`src/source/otp_chk_defs.svh`:
```
// Check scheduler parameters

`ifndef OTP_CHK_DEFS_SVH
`define OTP_CHK_DEFS_SVH

// Partitions that receive check requests
`define OTP_NUM_PART 4

// Width of the LFSR and of both check counters
`define OTP_LFSR_WIDTH 40

// Entropy word delivered by the entropy source
`define OTP_EDN_WIDTH 64

// Draws before fresh entropy is requested
`define OTP_RESEED_THRESHOLD 4

// Power-on LFSR state, must be nonzero
`define OTP_LFSR_SEED 40'h5A_C3E1_94B7

`endif

```
`src/source/otp_ext_pkg.sv`:
```
// External interface types

`include "otp_chk_defs.svh"

package otp_ext_pkg;

  // Life-cycle escalation encoding
  // Anything other than LcOff is treated as active
  typedef enum logic [3:0] {
    LcOn  = 4'b1010,
    LcOff = 4'b0101
  } lc_tx_e;

  // Response from the entropy source
  // Ack is a single-cycle pulse, data valid with it
  typedef struct packed {
    logic                      ack;
    logic [`OTP_EDN_WIDTH-1:0] data;
  } edn_rsp_t;

endpackage

```
`src/source/otp_chk_pkg.sv`:
```
// Check scheduler types

package otp_chk_pkg;

  // Scheduler FSM states
  typedef enum logic [2:0] {
    ResetSt,
    IdleSt,
    IntegWaitSt,
    CnstyWaitSt,
    ErrorSt
  } chk_state_e;

  // Kind of check issued to the partitions
  typedef enum logic {
    ChkInteg = 1'b0,
    ChkCnsty = 1'b1
  } chk_kind_e;

  // Software configuration, a zero mask disables that periodic check
  typedef struct packed {
    logic [31:0] timeout;
    logic [31:0] integ_msk;
    logic [31:0] cnsty_msk;
  } chk_cfg_t;

  // Sequencer to tracker
  typedef struct packed {
    logic      start;
    chk_kind_e start_kind;
    logic      clr_integ_trig;
    logic      clr_cnsty_trig;
  } chk_cmd_t;

  // Tracker to sequencer
  typedef struct packed {
    logic integ_done;
    logic cnsty_done;
    logic integ_trig;
    logic cnsty_trig;
  } chk_trk_t;

endpackage

```
`src/source/otp_chk_lfsr.sv`:
```
// Redundant random period source

`timescale 1ns/1ps

`include "otp_chk_defs.svh"

module otp_chk_lfsr (
  input  logic                       clk_i,
  input  logic                       rst_ni,
  input  logic                       draw_i,
  input  otp_ext_pkg::edn_rsp_t      edn_i,
  output logic                       edn_req_o,
  output logic [`OTP_LFSR_WIDTH-1:0] state_o,
  output logic                       err_o
);

  localparam int W = `OTP_LFSR_WIDTH;
  localparam int CntW = $clog2(`OTP_RESEED_THRESHOLD + 1);
  // Galois feedback for x^40 + x^38 + x^21 + x^19 + 1
  localparam logic [W-1:0] Taps = 40'hA0_0014_0000;
  localparam logic [W-1:0] Seed = `OTP_LFSR_SEED;

  ////////////////////
  // Reseed tracking
  ////////////////////

  logic [CntW-1:0] reseed_cnt_q;
  logic            reseed_en;

  // Request is held until the entropy ack arrives
  assign edn_req_o = (reseed_cnt_q >= CntW'(`OTP_RESEED_THRESHOLD));
  assign reseed_en = edn_req_o & edn_i.ack;

  // Counting freezes while the request is out, draws still go through
  always_ff @(posedge clk_i or negedge rst_ni) begin
    if (!rst_ni) begin
      reseed_cnt_q <= '0;
    end else if (reseed_en) begin
      reseed_cnt_q <= '0;
    end else if (draw_i && !edn_req_o) begin
      reseed_cnt_q <= reseed_cnt_q + 1'b1;
    end
  end

  ////////////////////
  // Tandem LFSR
  ////////////////////

  logic [W-1:0] lfsr_a_q, lfsr_b_q;
  logic [W-1:0] entropy;

  // Fresh bits only mixed in on the reseed cycle
  assign entropy = reseed_en ? edn_i.data[W-1:0] : '0;

  function automatic logic [W-1:0] lfsr_step(input logic [W-1:0] s, input logic [W-1:0] ent);
    logic [W-1:0] nxt;
    nxt = (s >> 1) ^ ({W{s[0]}} & Taps) ^ ent;
    // Escape the all-zero lockup state
    if (nxt == '0) begin
      nxt = Seed;
    end
    return nxt;
  endfunction

  // Both copies advance together
  always_ff @(posedge clk_i or negedge rst_ni) begin
    if (!rst_ni) begin
      lfsr_a_q <= Seed;
      lfsr_b_q <= Seed;
    end else if (draw_i || reseed_en) begin
      lfsr_a_q <= lfsr_step(lfsr_a_q, entropy);
      lfsr_b_q <= lfsr_step(lfsr_b_q, entropy);
    end
  end

  assign state_o = lfsr_a_q;
  // Any disagreement means a fault was injected
  assign err_o   = (lfsr_a_q != lfsr_b_q);

endmodule

```
`src/source/otp_chk_tandem_cnt.sv`:
```
// Redundant down-counter

`timescale 1ns/1ps

module otp_chk_tandem_cnt #(
  parameter int Width = 40
) (
  input  logic             clk_i,
  input  logic             rst_ni,
  input  logic             set_i,
  input  logic [Width-1:0] set_val_i,
  input  logic             dec_i,
  output logic [Width-1:0] cnt_o,
  output logic             zero_o,
  output logic             err_o
);

  logic [Width-1:0] cnt_q;
  // Shadow holds the bitwise complement of cnt_q
  logic [Width-1:0] shadow_q;

  // Load wins over decrement, decrement stops at zero
  always_ff @(posedge clk_i or negedge rst_ni) begin
    if (!rst_ni) begin
      cnt_q    <= '0;
      shadow_q <= '1;
    end else if (set_i) begin
      cnt_q    <= set_val_i;
      shadow_q <= ~set_val_i;
    end else if (dec_i && !zero_o) begin
      cnt_q    <= cnt_q - 1'b1;
      // ~(x - 1) equals ~x + 1
      shadow_q <= shadow_q + 1'b1;
    end
  end

  assign cnt_o  = cnt_q;
  assign zero_o = (cnt_q == '0);
  assign err_o  = (cnt_q != ~shadow_q);

endmodule

```
`src/source/otp_chk_req_tracker.sv`:
```
// Partition request tracker

`timescale 1ns/1ps

`include "otp_chk_defs.svh"

module otp_chk_req_tracker (
  input  logic                     clk_i,
  input  logic                     rst_ni,
  input  otp_chk_pkg::chk_cmd_t    cmd_i,
  input  logic                     integ_trig_i,
  input  logic                     cnsty_trig_i,
  input  logic [`OTP_NUM_PART-1:0] integ_ack_i,
  input  logic [`OTP_NUM_PART-1:0] cnsty_ack_i,
  output logic [`OTP_NUM_PART-1:0] integ_req_o,
  output logic [`OTP_NUM_PART-1:0] cnsty_req_o,
  output otp_chk_pkg::chk_trk_t    trk_o
);

  import otp_chk_pkg::*;

  logic [`OTP_NUM_PART-1:0] integ_req_q, cnsty_req_q;
  logic                     integ_trig_q, cnsty_trig_q;
  logic                     start_integ, start_cnsty;

  assign start_integ = cmd_i.start && (cmd_i.start_kind == ChkInteg);
  assign start_cnsty = cmd_i.start && (cmd_i.start_kind == ChkCnsty);

  ////////////////////
  // Requests
  ////////////////////

  // Start raises all bits of one kind, each ack drops its own bit
  always_ff @(posedge clk_i or negedge rst_ni) begin
    if (!rst_ni) begin
      integ_req_q  <= '0;
      cnsty_req_q  <= '0;
      integ_trig_q <= 1'b0;
      cnsty_trig_q <= 1'b0;
    end else begin
      integ_req_q  <= start_integ ? '1 : (integ_req_q & ~integ_ack_i);
      cnsty_req_q  <= start_cnsty ? '1 : (cnsty_req_q & ~cnsty_ack_i);
      // Sticky one-off triggers, a new pulse beats a clear
      integ_trig_q <= (integ_trig_q & ~cmd_i.clr_integ_trig) | integ_trig_i;
      cnsty_trig_q <= (cnsty_trig_q & ~cmd_i.clr_cnsty_trig) | cnsty_trig_i;
    end
  end

  assign integ_req_o = integ_req_q;
  assign cnsty_req_o = cnsty_req_q;

  // Done when every partition has answered
  assign trk_o.integ_done = (integ_req_q == '0);
  assign trk_o.cnsty_done = (cnsty_req_q == '0);
  assign trk_o.integ_trig = integ_trig_q;
  assign trk_o.cnsty_trig = cnsty_trig_q;

endmodule

```
`src/source/otp_chk_sequencer.sv`:
```
// Check sequencer FSM

`timescale 1ns/1ps

`include "otp_chk_defs.svh"

module otp_chk_sequencer (
  input  logic                       clk_i,
  input  logic                       rst_ni,
  input  logic                       timer_en_i,
  input  logic                       otp_prog_busy_i,
  input  otp_chk_pkg::chk_cfg_t      cfg_i,
  input  otp_ext_pkg::lc_tx_e        escalate_i,
  input  logic [`OTP_LFSR_WIDTH-1:0] lfsr_state_i,
  input  logic                       lfsr_err_i,
  input  otp_chk_pkg::chk_trk_t      trk_i,
  output logic                       draw_o,
  output otp_chk_pkg::chk_cmd_t      cmd_o,
  output logic                       chk_pending_o,
  output logic                       chk_timeout_o,
  output logic                       fsm_err_o
);

  import otp_chk_pkg::*;
  import otp_ext_pkg::*;

  localparam int W = `OTP_LFSR_WIDTH;

  chk_state_e state_d, state_q;
  logic       chk_timeout_d, chk_timeout_q;
  logic       integ_set_period, integ_set_timeout, integ_zero, integ_err;
  logic       cnsty_set_period, cnsty_set_timeout, cnsty_zero, cnsty_err;
  logic       cnsty_pause;
  logic [W-1:0] timeout_val, integ_set_val, cnsty_set_val;

  ////////////////////
  // Counters
  ////////////////////

  assign timeout_val = {{(W-32){1'b0}}, cfg_i.timeout};
  // Low byte always open, so a period is at least 0..255
  assign integ_set_val = integ_set_period ? (lfsr_state_i & {cfg_i.integ_msk, 8'hFF})
                                          : timeout_val;
  assign cnsty_set_val = cnsty_set_period ? (lfsr_state_i & {cfg_i.cnsty_msk, 8'hFF})
                                          : timeout_val;

  otp_chk_tandem_cnt #(.Width(W)) u_integ_cnt (
    .clk_i     (clk_i),
    .rst_ni    (rst_ni),
    .set_i     (integ_set_period | integ_set_timeout),
    .set_val_i (integ_set_val),
    .dec_i     (1'b1),
    .cnt_o     (),
    .zero_o    (integ_zero),
    .err_o     (integ_err)
  );

  // Consistency countdown holds while programming is busy
  otp_chk_tandem_cnt #(.Width(W)) u_cnsty_cnt (
    .clk_i     (clk_i),
    .rst_ni    (rst_ni),
    .set_i     (cnsty_set_period | cnsty_set_timeout),
    .set_val_i (cnsty_set_val),
    .dec_i     (!cnsty_pause),
    .cnt_o     (),
    .zero_o    (cnsty_zero),
    .err_o     (cnsty_err)
  );

  ////////////////////
  // FSM
  ////////////////////

  always_comb begin
    state_d           = state_q;
    chk_timeout_d     = chk_timeout_q;
    draw_o            = 1'b0;
    integ_set_period  = 1'b0;
    integ_set_timeout = 1'b0;
    cnsty_set_period  = 1'b0;
    cnsty_set_timeout = 1'b0;
    cnsty_pause       = 1'b0;
    cmd_o             = '{start: 1'b0, start_kind: ChkInteg,
                          clr_integ_trig: 1'b0, clr_cnsty_trig: 1'b0};
    chk_pending_o     = trk_i.integ_trig | trk_i.cnsty_trig;
    fsm_err_o         = 1'b0;

    case (state_q)
      // Leave only once, first period drawn on the way out
      ResetSt: begin
        if (timer_en_i) begin
          state_d = IdleSt;
          draw_o  = 1'b1;
        end
      end
      // Integrity has priority over consistency
      IdleSt: begin
        if ((cfg_i.integ_msk != '0 && integ_zero) || trk_i.integ_trig) begin
          state_d                  = IntegWaitSt;
          integ_set_timeout        = 1'b1;
          cmd_o.start              = 1'b1;
          cmd_o.start_kind         = ChkInteg;
          cmd_o.clr_integ_trig     = trk_i.integ_trig;
        end else if ((cfg_i.cnsty_msk != '0 && cnsty_zero) || trk_i.cnsty_trig) begin
          state_d                  = CnstyWaitSt;
          cnsty_set_timeout        = 1'b1;
          cmd_o.start              = 1'b1;
          cmd_o.start_kind         = ChkCnsty;
          cmd_o.clr_cnsty_trig     = trk_i.cnsty_trig;
        end
      end
      // Timeout only armed when nonzero
      IntegWaitSt: begin
        chk_pending_o = 1'b1;
        if (cfg_i.timeout != '0 && integ_zero) begin
          state_d       = ErrorSt;
          chk_timeout_d = 1'b1;
        end else if (trk_i.integ_done) begin
          state_d          = IdleSt;
          integ_set_period = 1'b1;
          draw_o           = 1'b1;
        end
      end
      CnstyWaitSt: begin
        chk_pending_o = 1'b1;
        cnsty_pause   = otp_prog_busy_i;
        if (cfg_i.timeout != '0 && cnsty_zero) begin
          state_d       = ErrorSt;
          chk_timeout_d = 1'b1;
        end else if (trk_i.cnsty_done) begin
          state_d          = IdleSt;
          cnsty_set_period = 1'b1;
          draw_o           = 1'b1;
        end
      end
      // Terminal, pending triggers are flushed forever
      ErrorSt: begin
        cmd_o.clr_integ_trig = 1'b1;
        cmd_o.clr_cnsty_trig = 1'b1;
        fsm_err_o            = !chk_timeout_q;
      end
      default: begin
        state_d   = ErrorSt;
        fsm_err_o = 1'b1;
      end
    endcase

    // Redundancy faults and escalation act immediately
    if (lfsr_err_i || integ_err || cnsty_err || escalate_i != LcOff) begin
      state_d   = ErrorSt;
      fsm_err_o = 1'b1;
    end
  end

  always_ff @(posedge clk_i or negedge rst_ni) begin
    if (!rst_ni) begin
      state_q       <= ResetSt;
      chk_timeout_q <= 1'b0;
    end else begin
      state_q       <= state_d;
      chk_timeout_q <= chk_timeout_d;
    end
  end

  assign chk_timeout_o = chk_timeout_q;

endmodule

```
`src/source/otp_chk_timer_top.sv`:
```
// Check scheduler top level

`timescale 1ns/1ps

`include "otp_chk_defs.svh"

module otp_chk_timer_top (
  input  logic                     clk_i,
  input  logic                     rst_ni,
  input  otp_chk_pkg::chk_cfg_t    cfg_i,
  input  logic                     timer_en_i,
  input  logic                     otp_prog_busy_i,
  input  logic                     integ_trig_i,
  input  logic                     cnsty_trig_i,
  output logic [`OTP_NUM_PART-1:0] integ_req_o,
  output logic [`OTP_NUM_PART-1:0] cnsty_req_o,
  input  logic [`OTP_NUM_PART-1:0] integ_ack_i,
  input  logic [`OTP_NUM_PART-1:0] cnsty_ack_i,
  output logic                     edn_req_o,
  input  otp_ext_pkg::edn_rsp_t    edn_i,
  input  otp_ext_pkg::lc_tx_e      escalate_i,
  output logic                     chk_pending_o,
  output logic                     chk_timeout_o,
  output logic                     fsm_err_o
);

  import otp_chk_pkg::*;

  logic                       draw;
  logic [`OTP_LFSR_WIDTH-1:0] lfsr_state;
  logic                       lfsr_err;
  chk_cmd_t                   cmd;
  chk_trk_t                   trk;

  // Random period source
  otp_chk_lfsr u_lfsr (
    .clk_i     (clk_i),
    .rst_ni    (rst_ni),
    .draw_i    (draw),
    .edn_i     (edn_i),
    .edn_req_o (edn_req_o),
    .state_o   (lfsr_state),
    .err_o     (lfsr_err)
  );

  // Partition requests and trigger latches
  otp_chk_req_tracker u_req_tracker (
    .clk_i        (clk_i),
    .rst_ni       (rst_ni),
    .cmd_i        (cmd),
    .integ_trig_i (integ_trig_i),
    .cnsty_trig_i (cnsty_trig_i),
    .integ_ack_i  (integ_ack_i),
    .cnsty_ack_i  (cnsty_ack_i),
    .integ_req_o  (integ_req_o),
    .cnsty_req_o  (cnsty_req_o),
    .trk_o        (trk)
  );

  otp_chk_sequencer u_sequencer (
    .clk_i           (clk_i),
    .rst_ni          (rst_ni),
    .timer_en_i      (timer_en_i),
    .otp_prog_busy_i (otp_prog_busy_i),
    .cfg_i           (cfg_i),
    .escalate_i      (escalate_i),
    .lfsr_state_i    (lfsr_state),
    .lfsr_err_i      (lfsr_err),
    .trk_i           (trk),
    .draw_o          (draw),
    .cmd_o           (cmd),
    .chk_pending_o   (chk_pending_o),
    .chk_timeout_o   (chk_timeout_o),
    .fsm_err_o       (fsm_err_o)
  );

endmodule

```
`config.mk`:
```
export PLATFORM = sky130hd
export DESIGN_NAME = otp_chk_timer_top
export DESIGN_NICKNAME = d
export VERILOG_FILES = /design/src/source/otp_ext_pkg.sv /design/src/source/otp_chk_pkg.sv /design/src/source/otp_chk_lfsr.sv /design/src/source/otp_chk_tandem_cnt.sv /design/src/source/otp_chk_req_tracker.sv /design/src/source/otp_chk_sequencer.sv /design/src/source/otp_chk_timer_top.sv
export VERILOG_INCLUDE_DIRS = /design/src /design/src/source
export SDC_FILE = /design/constraint.sdc
export NUM_CORES = 1
export LEC_CHECK = 0
export ABC_AREA = 0
export BUFFER_PORTS_ARGS = -buffer_cell sky130_fd_sc_hd__buf_2
export CORE_AREA = 2 2 232 177
export DETAILED_ROUTE_END_ITERATION = 7
export DIE_AREA = 0 0 234 179
export HOLD_SLACK_MARGIN = 0.08
export PLACE_DENSITY = 0.73
export SYNTH_ARGS = -nofsm -noshare
export SYNTH_HDL_FRONTEND = slang
export SYNTH_HIERARCHICAL = 1
export SYNTH_SLANG_ARGS = --single-unit
export TNS_END_PERCENT = 100
```
`constraint.sdc`:
```
create_clock -name clk_i -period 10.3 [get_ports clk_i]
set_input_delay 2.06 -clock clk_i [delete_from_list [all_inputs] [get_ports clk_i]]
set_output_delay 2.06 -clock clk_i [all_outputs]
set_load 0.01 [all_outputs]
```
* Yosys cells after proc, flatten, opt, wreduce, memory -nomap -nowiden *
Index checks and enable logic that the tools add are counted.

storage, ports and cells
  bits in registers = 257
  input port bits = 179
  output and inout bits = 12
  logic and storage cells = 148

cells by class
  $add $sub $neg = 5
  order comparisons = 1
  equality and inequality tests = 16
  multiplexer cells = 53
  bitwise gates (word level) = 25
  reduce and logical (&&, ||, !) cells = 35

operators by type and width
  cell                     count
  $mux W40                 13
  $logic_not A40 Y1        4
  $not A40 Y40             4
  $ne A40 B40 Y1           3
  $reduce_bool A32 Y1      3
  $add A40 B1 Y40 const B  2
  $and A40 B40 Y40         2
  $sub A40 B1 Y40 const B  2
  $xor A39 B40 Y40         2
  $xor A40 B40 Y40         2
  $mux W3                  10
  $mux W1                  20
  $pmux W3 S5              1
  $and A4 B4 Y4            2
  $logic_and A1 B1 Y1      8
  $logic_not A4 Y1         2
  $mux W4                  2
  $ne A4 B2 Y1 const B     2
  $not A4 Y4               2
  $eq A3 B2 Y1 const B     2
  $logic_or A1 B1 Y1       6
  $mux W2                  3
  $ne A2 B1 Y1 const B     3
  $reduce_bool A2 Y1       3
  other kinds (20)         32

* Depth between registers and ports, before layout *
Gate-level depths: netlist of the first run.

  depth in word-level cells = 9
  gate-level depth with buffers = 22
  depth with buffers taken out = 15

* Hierarchy *
Netlist of the first run, hierarchy kept.

modules (own cells, without submodules)
  module                                         times used  cells each  area an instance (um2)  sequential area each (um2)
  otp_chk_lfsr                                   1           829         6,600.1                 2,129.5
  otp_chk_tandem_cnt at u_sequencer.u_integ_cnt  1           650         5,651.7                 2,052.0
  otp_chk_tandem_cnt at u_sequencer.u_cnsty_cnt  1           563         5,252.5                 2,052.0
  otp_chk_sequencer                              1           306         1,629.1                 100.1
  otp_chk_req_tracker                            1           36          392.9                   250.2

* Worst setup path after synthesis of the first run *
OpenSTA, ideal clock, no wires.

  path kind = input to register
  start point = input port cfg_i[90] in the netlist's numbering
  end point = register u_lfsr.lfsr_b_q[0]
  setup time = 63 ps
  data arrival time = 5,033 ps
  required time = 10,237 ps
  setup slack = 5,204 ps
  stages on the path = 15
  path buffers = 4
  cell sequence = nor4_1 nand4_1 o21ai_1 nand4b_1 clkbuf_1 buf_2 o311ai_0 a21bo_2 clkbuf_1 o22ai_1 and3_1 nand4_1 or4_1 clkbuf_1 nand2_1

between the ends
  longest elaborated chain between the ends = 5
  elaborated cells between the ends (all ways) = 7
  classes of those cells = 3 x mux; 4 x reduce/logical

RTL lines
  item                                    RTL line                                            RTL
  start: declaration                      otp_chk_timer_top.sv:10                             input otp_chk_pkg::chk_cfg_t cfg_i,
  $reduce_bool A32 Y1 (*)                 otp_chk_sequencer.sv:115, otp_chk_sequencer.sv:127
  $logic_and A1 B1 Y1 (on tied branches)  otp_chk_sequencer.sv:127, otp_chk_sequencer.sv:115
  $mux W1 (on tied branches)              otp_chk_sequencer.sv:127, otp_chk_sequencer.sv:115
  $pmux W1 S3 (*)                         otp_chk_sequencer.sv:88                             case (state_q)
  named net draw                          otp_chk_timer_top.sv:29                             logic draw;
  $logic_or A1 B1 Y1 (*)                  otp_chk_lfsr.sv:70                                  end else if (draw_i || reseed_en) begin
  end signal: assignment                  otp_chk_lfsr.sv:72                                  lfsr_b_q <= lfsr_step(lfsr_b_q, entropy);
  end: declaration                        otp_chk_lfsr.sv:49                                  logic [W-1:0] lfsr_a_q, lfsr_b_q;

The timed path passes the listed nets; every way through them passes the cells marked *.
A chain may end at the register's enable or synchronous reset.

* Final worst setup path of the first run *
  start point = register u_sequencer.u_integ_cnt.cnt_q[10], in the netlist u_sequencer/u_integ_cnt/cnt_o[10]
  end point = register u_lfsr.lfsr_b_q[31]

between the ends
  longest elaborated chain between the ends = 5

RTL lines
  item                              RTL line                  RTL
  start: declaration                otp_chk_tandem_cnt.sv:18  logic [Width-1:0] cnt_q;
  start signal: assignment          otp_chk_tandem_cnt.sv:28  cnt_q <= set_val_i;
  start signal: assignment          otp_chk_tandem_cnt.sv:31  cnt_q <= cnt_q - 1'b1;
  $logic_not A40 Y1                 otp_chk_tandem_cnt.sv:38  assign zero_o = (cnt_q == '0);
  named net u_sequencer.integ_zero  otp_chk_sequencer.sv:31   logic integ_set_period, integ_set_timeout, integ_zero, integ_err;
  $logic_and A1 B1 Y1               otp_chk_sequencer.sv:115  if (cfg_i.timeout != '0 && integ_zero) begin
  $mux W1                           otp_chk_sequencer.sv:115
  $pmux W1 S3                       otp_chk_sequencer.sv:88
  named net draw                    otp_chk_timer_top.sv:29
  $logic_or A1 B1 Y1                otp_chk_lfsr.sv:70

The timed path passes the listed nets, and every way through them passes these cells.

==> results of run 1 <==
## worst paths after layout
kind / startpoint / end / slack [ns]
max: u_sequencer/u_integ_cnt/cnt_o[10] / u_lfsr/lfsr_b_q[31] / 3.58
min: u_sequencer/u_integ_cnt/shadow_q[9] / u_sequencer/u_integ_cnt/shadow_q[9] / 0.53
max reg2reg: u_sequencer/u_integ_cnt/cnt_o[10] / u_lfsr/lfsr_b_q[31] / 3.58
min reg2reg: u_sequencer/u_integ_cnt/shadow_q[9] / u_sequencer/u_integ_cnt/shadow_q[9] / 0.53
max in group asynchronous: rst_ni / u_lfsr/reseed_cnt_q[0] / 6.88
min in group asynchronous: rst_ni / u_sequencer/u_cnsty_cnt/cnt_o[10] / 1.49
## power by group
group,switching (mW),leakage [nW],internal [mW]
sequential,0.214,3.06,1.12
combinational,0.278,4.98,0.218
clock,0.468,0.445,0.577
total,0.960,8.49,1.91
## cell usage in the layout (no fill, tap or decap), drive strengths merged, types with 39 or more instances in the layout
master,instances
clkbuf,39
nor2,194
o31a,43
xnor2,114
nor4,80
o221ai,39
dfrtp,135
buf,186
a31oi,60
nand4,106
nand2,293
xor2,136
and3,40
o21ai,120
dfstp,122
nand3,137
## area by class of cell
class | instances | share of cell area [%]
timing repair buffer | 186 | 4.68
multi-input combinational | 1872 | 56.1
tap | 528 | 3.12
sequential | 257 | 31.1
clock inverter | 14 | 0.508
antenna | 3 | 0.0355
clock buffer | 39 | 3.84
inverter | 36 | 0.638
## state kept, by name, indices dropped and copies added, names as in the netlist
| signal | cells |
|---|---|
| u_sequencer/u_cnsty_cnt/cnt_o | 40 |
| u_sequencer/state_q | 3 |
| u_sequencer/chk_timeout_o | 1 |
| u_req_tracker/cnsty_req_o | 4 |
| u_req_tracker/cnsty_trig_q | 1 |
| u_sequencer/u_integ_cnt/shadow_q | 40 |
| u_req_tracker/integ_trig_q | 1 |
| u_lfsr/reseed_cnt_q | 3 |
| u_lfsr/state_o | 40 |
| u_sequencer/u_cnsty_cnt/shadow_q | 40 |
| u_lfsr/lfsr_b_q | 40 |
| u_sequencer/u_integ_cnt/cnt_o | 40 |
| u_req_tracker/integ_req_o | 4 |
## stage by stage
stage / std cells / utilization, % / setup slack, ns / power, mW
6_report: 2935 / 53.0 / 3.58 / 2.87
5_1_grt: 2933 / 53.0 / 3.34 / 2.97
4_1_cts: 2932 / 53.0 / 3.99 / 2.85
3_5_place_dp: 2879 / 50.7 / 3.56 / 1.81
3_3_place_gp: 2879 / 50.7 / 3.61 / 1.79
2_1_floorplan: 2387 / - / 5.20 / 1.58
## critical path, delay by kind of cell (launching register included)
| kind | cells | cell delay [ns] |
|---|---|---|
| flip-flops | 1 | 0.43 |
| buffers and inverters | 3 | 1.00 |
| AO/OA/AOI/OAI | 4 | 1.49 |
| AND/OR/NAND/NOR | 8 | 3.63 |
## routing by layer
metal / up-vias / global-route usage [%] / wire length (µm)
li1: 8708 / - / -
met1: 9708 / 51.8 / 31700
met2: 1410 / 50.4 / 31700
met3: 199 / 7.90 / 9570
met4: 4 / 15.2 / 3670
met5: - / 0 / 23
## cell usage after synthesis, drive strengths merged (39+ instances only)
cell,number
clkbuf,155
nand2,293
nor2,194
nand4,106
o31a,43
xor2,136
dfstp,122
dfrtp,135
nand3,137
nor4,80
o21ai,120
a31oi,60
and3,40
o221ai,39
xnor2,114
buf,67
## cell families after synthesis
group	Yosys count	synth area share, %
and+or+nand+nor	1090	29.4
AOI/OAI and AO/OA	493	18.0
buffers and inverters	258	5.65
DFF	257	33.7
xor gates and xnor gates	251	11.3
muxes	26	1.42
adders and majority gates	8	0.513
other	1	0.0192
==> implementation parameters, run 1 <==
Parameter                              Value

Final layout
  Proportion of layout cells with a drive suffix above 1    between 10% and 20%
  Multi-input gate area    between 0.01 and 0.015 mm²
  Fillers    around 3800
  Seq. cell area    roughly 0.0066 mm²
  Number of nets in the layout    2569
  Area growth syn-to-layout    8.42%
  Final design area excluding fillers    around 0.021 mm²

Placement
  DP Wirelength    55400 µm
  Placer congestion estimate    1.03
  Placed standard-cell area    0.0202 mm²
  Total of buffers placed on input and output ports    around 170

Yosys
  Cell types occupying the most area after synthesis    sky130_fd_sc_hd__dfrtp_1 (17%), sky130_fd_sc_hd__dfstp_2 (16%), sky130_fd_sc_hd__xor2_1 (6.1%)
  Cell type with the largest total area after synthesis    sky130_fd_sc_hd__dfrtp_1
  Synthesized instance count    approximately 2400
  Main synth FF type    sky130_fd_sc_hd__dfrtp_1
  Syn. warnings    6
  Post-synth top area share    approximately 17%
  Sequential fraction of the synthesis area    about 34%
  Count of different cell masters after synthesis    slightly above 90
  FFs w/ async S/R, synth    between 90% and 100%
  Number of flops mapped to enable cells by yosys    0
  Flop and latch count out of synthesis    257
  Summed instance area of the synthesized netlist    0.0195 mm²
  Mean post-synth cell area    slightly above 8 µm²

Timing
  Clock Skews    between 0.015 and 0.02 ns
  Setup repair after global routing missed its margin    false
  Final clock period utilization by the worst path    around 65%
  Transition at the pin with the smallest max-transition slack    about 1.2 ns
  Worst hold slack after final layout    0.533 ns
  Final critical delay including setup and external delays    just under 7 ns
  Number of setup violations in the final report    0
  Worst-case headroom to the max-slew limit    a little under a fifth
  Setup TNS Final    0 ns
  Max-slew violation count    0
  Peak clock frequency supported by timing    roughly 0.15 GHz
  Total count of hold-check failures in the final report    0

Die
  Die area    around 0.042 mm²
  Die X-Extent    234 µm
  Area inside the core boundary    ~0.040 mm²
  Ports    roughly 190
  Effective utilization at floorplan    48.9%
  Chip height    approximately 180 µm
  Standard-cell row count    64

Worst setup path
  Signal arrival time at the worst endpoint    about 7 ns
  Setup crit start kind    flip-flop
  Worst path max stage delay    about 0.86 ns
  Critical path class    flip-flop to flip-flop
  Crit. End Element    flip-flop
  Cells traversed along the worst timing path    nor3_1 -> and4_1 -> nand3_1 -> inv_2 -> o21ai_1 -> nand4b_1 -> buf_4 -> o311ai_1 -> buf_4 -> a21bo_2 -> o22ai_1 -> and3_1 -> nand4_1 -> or4_1 -> nand2_1
  Number of cells on the worst reg-to-reg path    15
  Most common cell type on the critical path    sky130_fd_sc_hd__buf_4
  WP data required    10.76 ns
  Cell type of the slowest stage on the worst timing path    sky130_fd_sc_hd__and4_1
  Maximum fanout along the worst path    66

GRT
  Antenna violations before repair    5
  Number of global-route vias before repair    about 18000
  GR Overflow Total    0
  Total routing usage reported by global routing    35.6%
  Pin count of the biggest net entering global routing    97
  First-pass GRT wire length    113000 µm

Power and ir drop
  Peak supply drop    about 0.12 mV
  Leakage power summed over all cells    between 8 and 9 nW
  Pwr per Cell Area    136 mW/mm²

Clocking
  TritonCTS clock tree    yes
  Count of hold-fix buffers inserted at cts    0
  Number of sinks on the clock net    ~260
  Depth of the CTS H-tree    1
  Post-CTS setup buffer count    0
  Clock insertion delay at the later pin of the skew report    just under 0.6 ns
  Bufs on Longest Clock Path    3
  Total of cells resized after clock tree synthesis    0
  Number of CTS-inserted buffers    29
  Buffer type at the clock tree root    sky130_fd_sc_hd__clkbuf_16
  Clock-pin slew on the worst setup and hold paths    0.06 ns

Routing
  Violation count after the first detailed-routing iteration    3291
  Count of nets left with antenna violations after detail routing    0
  Vias after detailed routing    between 20000 and 25000
  Detailed Route WL    roughly 77000 µm
  DRC violations left    0
  Post-detailed-route via-to-cell ratio    roughly 6.8
  First-pass iteration count of the detailed router    8
  Mean routed wirelength per cell    around 26 µm

Status
  Run status    completed

Worst hold path
  Min-delay worst type    flip-flop to flip-flop
  Hold Path Depth    2

Run
  Max cap viols    0
Power figures use the tool's default switching activity.
==> run 2, diff against run 1 <==
==> constraint.sdc (replaced) <==
create_clock -name clk_i -period 6.5 [get_ports clk_i]
set_input_delay 1.3 -clock clk_i [delete_from_list [all_inputs] [get_ports clk_i]]
set_output_delay 1.3 -clock clk_i [all_outputs]
set_load 0.01 [all_outputs]
==> implementation parameters, run 2 (synthesis gave the netlist of run 1 again) <==
Parameter                              Value

Power and ir drop
  Peak supply drop    around 0.21 mV
  Leakage power summed over all cells    8.53 nW
  Pwr per Cell Area    ~220 mW/mm²

Clocking
  Clock-pin slew on the worst setup and hold paths    about 0.06 ns
  Number of sinks on the clock net    257
  Buffer type at the clock tree root    sky130_fd_sc_hd__clkbuf_16
  Total of cells resized after clock tree synthesis    0
  Clock insertion delay at the later pin of the skew report    ~0.59 ns
  Depth of the CTS H-tree    1
  Number of CTS-inserted buffers    28
  Bufs on Longest Clock Path    3
  Post-CTS setup buffer count    0
  TritonCTS clock tree    yes
  Count of hold-fix buffers inserted at cts    0

GRT
  Number of global-route vias before repair    18000
  GR Overflow Total    0
  Pin count of the biggest net entering global routing    between 100 and 150
  Antenna violations before repair    7
  Total routing usage reported by global routing    between 30% and 40%
  First-pass GRT wire length    ~110000 µm

Worst setup path
  Number of cells on the critical path    14
  Dominant delay contributor by cell family on the critical path    simple AND/OR/NAND/NOR gates
  Signal arrival time at the worst endpoint    5.69 ns
  End of the worst register-to-register path    u_lfsr/lfsr_b_q[30]
  WP data required    6.97 ns
  Setup crit start kind    flip-flop
  Worst path max stage delay    0.78 ns
  Crit. End Element    flip-flop
  Cells traversed along the worst timing path    or4_1 -> nor4_1 -> nand3_1 -> inv_2 -> o21ai_1 -> nand4b_1 -> o311ai_1 -> buf_4 -> a21bo_2 -> o22ai_1 -> and3_1 -> nand4_1 -> or4_1 -> nand2_1
  Maximum fanout along the worst path    32
  Beginning of the worst register-to-register path    u_sequencer/u_integ_cnt/cnt_o[33]
  Critical path class    flip-flop to flip-flop
  Register-to-register setup slack    ~1.3 ns
  Buffering stage count on the worst path with inverters included    2
  Cell type of the slowest stage on the worst timing path    sky130_fd_sc_hd__or4_1
  Most common cell type on the critical path    sky130_fd_sc_hd__or4_1
  Endpoint of the worst setup timing path    u_lfsr/lfsr_b_q[30]
  Launching element of the worst setup path    u_sequencer/u_integ_cnt/cnt_o[33]
  Number of cells on the worst reg-to-reg path    14

Routing
  Routed metal-1 wire length    between 30000 and 40000 µm
  Detailed Route WL    between 70000 and 80000 µm
  Length of routed met2 wiring    roughly 31000 µm
  Mean routed wirelength per cell    25.5 µm
  Post-detailed-route via-to-cell ratio    between 6 and 7
  Met3 wire length    ~10000 µm
  DRC violations left    0
  Count of nets left with antenna violations after detail routing    0
  Highest metal layer with signal wires    met4
  Vias after detailed routing    just under 20000
  First-pass iteration count of the detailed router    6
  Violation count after the first detailed-routing iteration    about 2900

Die
  Die area    roughly 0.042 mm²
  Standard-cell row count    64
  Ports    about 190
  Die X-Extent    between 200 and 250 µm
  Effective utilization at floorplan    48.9%
  Chip height    around 180 µm
  Area inside the core boundary    approximately 0.04 mm²

Final layout
  Top library cells by usage in the layout, fill and taps aside    sky130_fd_sc_hd__nand2_1 (291), sky130_fd_sc_hd__nor2_1 (194), sky130_fd_sc_hd__buf_2 (165)
  Fillers    ~3800
  Number of nets in the layout    ~2600
  Number of standard cells in the final layout excluding fillers    between 2000 and 3000
  Area growth syn-to-layout    8.94%
  Proportion of layout cells with a drive suffix above 1    between 15 and 20%
  Most common cell after layout, fill and taps aside    sky130_fd_sc_hd__nand2_1

Timing
  Total count of hold-check failures in the final report    0
  Clock Skews    roughly 0.026 ns
  Number of setup violations in the final report    0
  Setup TNS Final    0 ns
  Worst-case headroom to the max-slew limit    between 20 and 25%
  Peak clock frequency supported by timing    around 0.19 GHz
  Transition at the pin with the smallest max-transition slack    about 1.1 ns
  Final critical delay including setup and external delays    approximately 5.2 ns
  Max-slew violation count    0
  Setup repair after global routing missed its margin    false
  Final clock period utilization by the worst path    about four fifths

Placement
  Total of buffers placed on input and output ports    roughly 170
  Count of placed standard cells including taps    between 2000 and 3000
  Placer congestion estimate    about 1.1
  DP Wirelength    about 54000 µm

Worst hold path
  Min-delay worst type    flip-flop to flip-flop
  Hold_sp    u_sequencer/chk_timeout_o

Status
  Run status    completed

Run
  Max cap viols    0
-- run 2: layout make-up --
type | count | area, µm² | share of cell area [%]
diodes | 3 | 7.51 | 0.0353
well taps | 528 | 661 | 3.11
flip-flops and latches | 257 | 6580 | 31.0
repair buffers | 187 | 1010 | 4.75
clock inverters | 12 | 175 | 0.823
clock buffers | 40 | 827 | 3.89
multi-input cells | 1872 | 11900 | 55.8
inverters | 36 | 135 | 0.635
-- run 2: routing by layer --
layer	global-route usage, %	vias up
met3	10.5	176
met4	15.7	0
li1	-	8728
met5	0	-
met2	49.0	1284
met1	49.4	9711
-- run 2: report_power, final --
part	internal (mW)	switching, mW
Combinational	0.345	0.442
Sequential	1.77	0.335
Clock	1.04	0.738
-- run 2: worst min path at each step --
stage	endpoint	depth (start not counted)
after floorplan	u_req_tracker/cnsty_trig_q	1
after global placement	u_sequencer/chk_timeout_o	1
after detailed placement	u_sequencer/chk_timeout_o	1
after CTS	u_sequencer/chk_timeout_o	1
after global routing	u_sequencer/chk_timeout_o	1
final	u_sequencer/chk_timeout_o	1
-- run 2: per-stage QoR --
step                setup slack, ns  utilization, %  power (mW)  area (µm²)  hold WS (ns)
global route                   1.14            53.2        4.83       21300         0.529
CTS                            1.57            53.2        4.64       21300         0.492
detailed placement             1.23            50.7        2.86       20300         0.478
floorplan                      1.92               -        2.50       19500         0.450
global placement               1.25            50.7        2.84       20300         0.494
finish                         1.28            53.2        4.68       21300         0.491
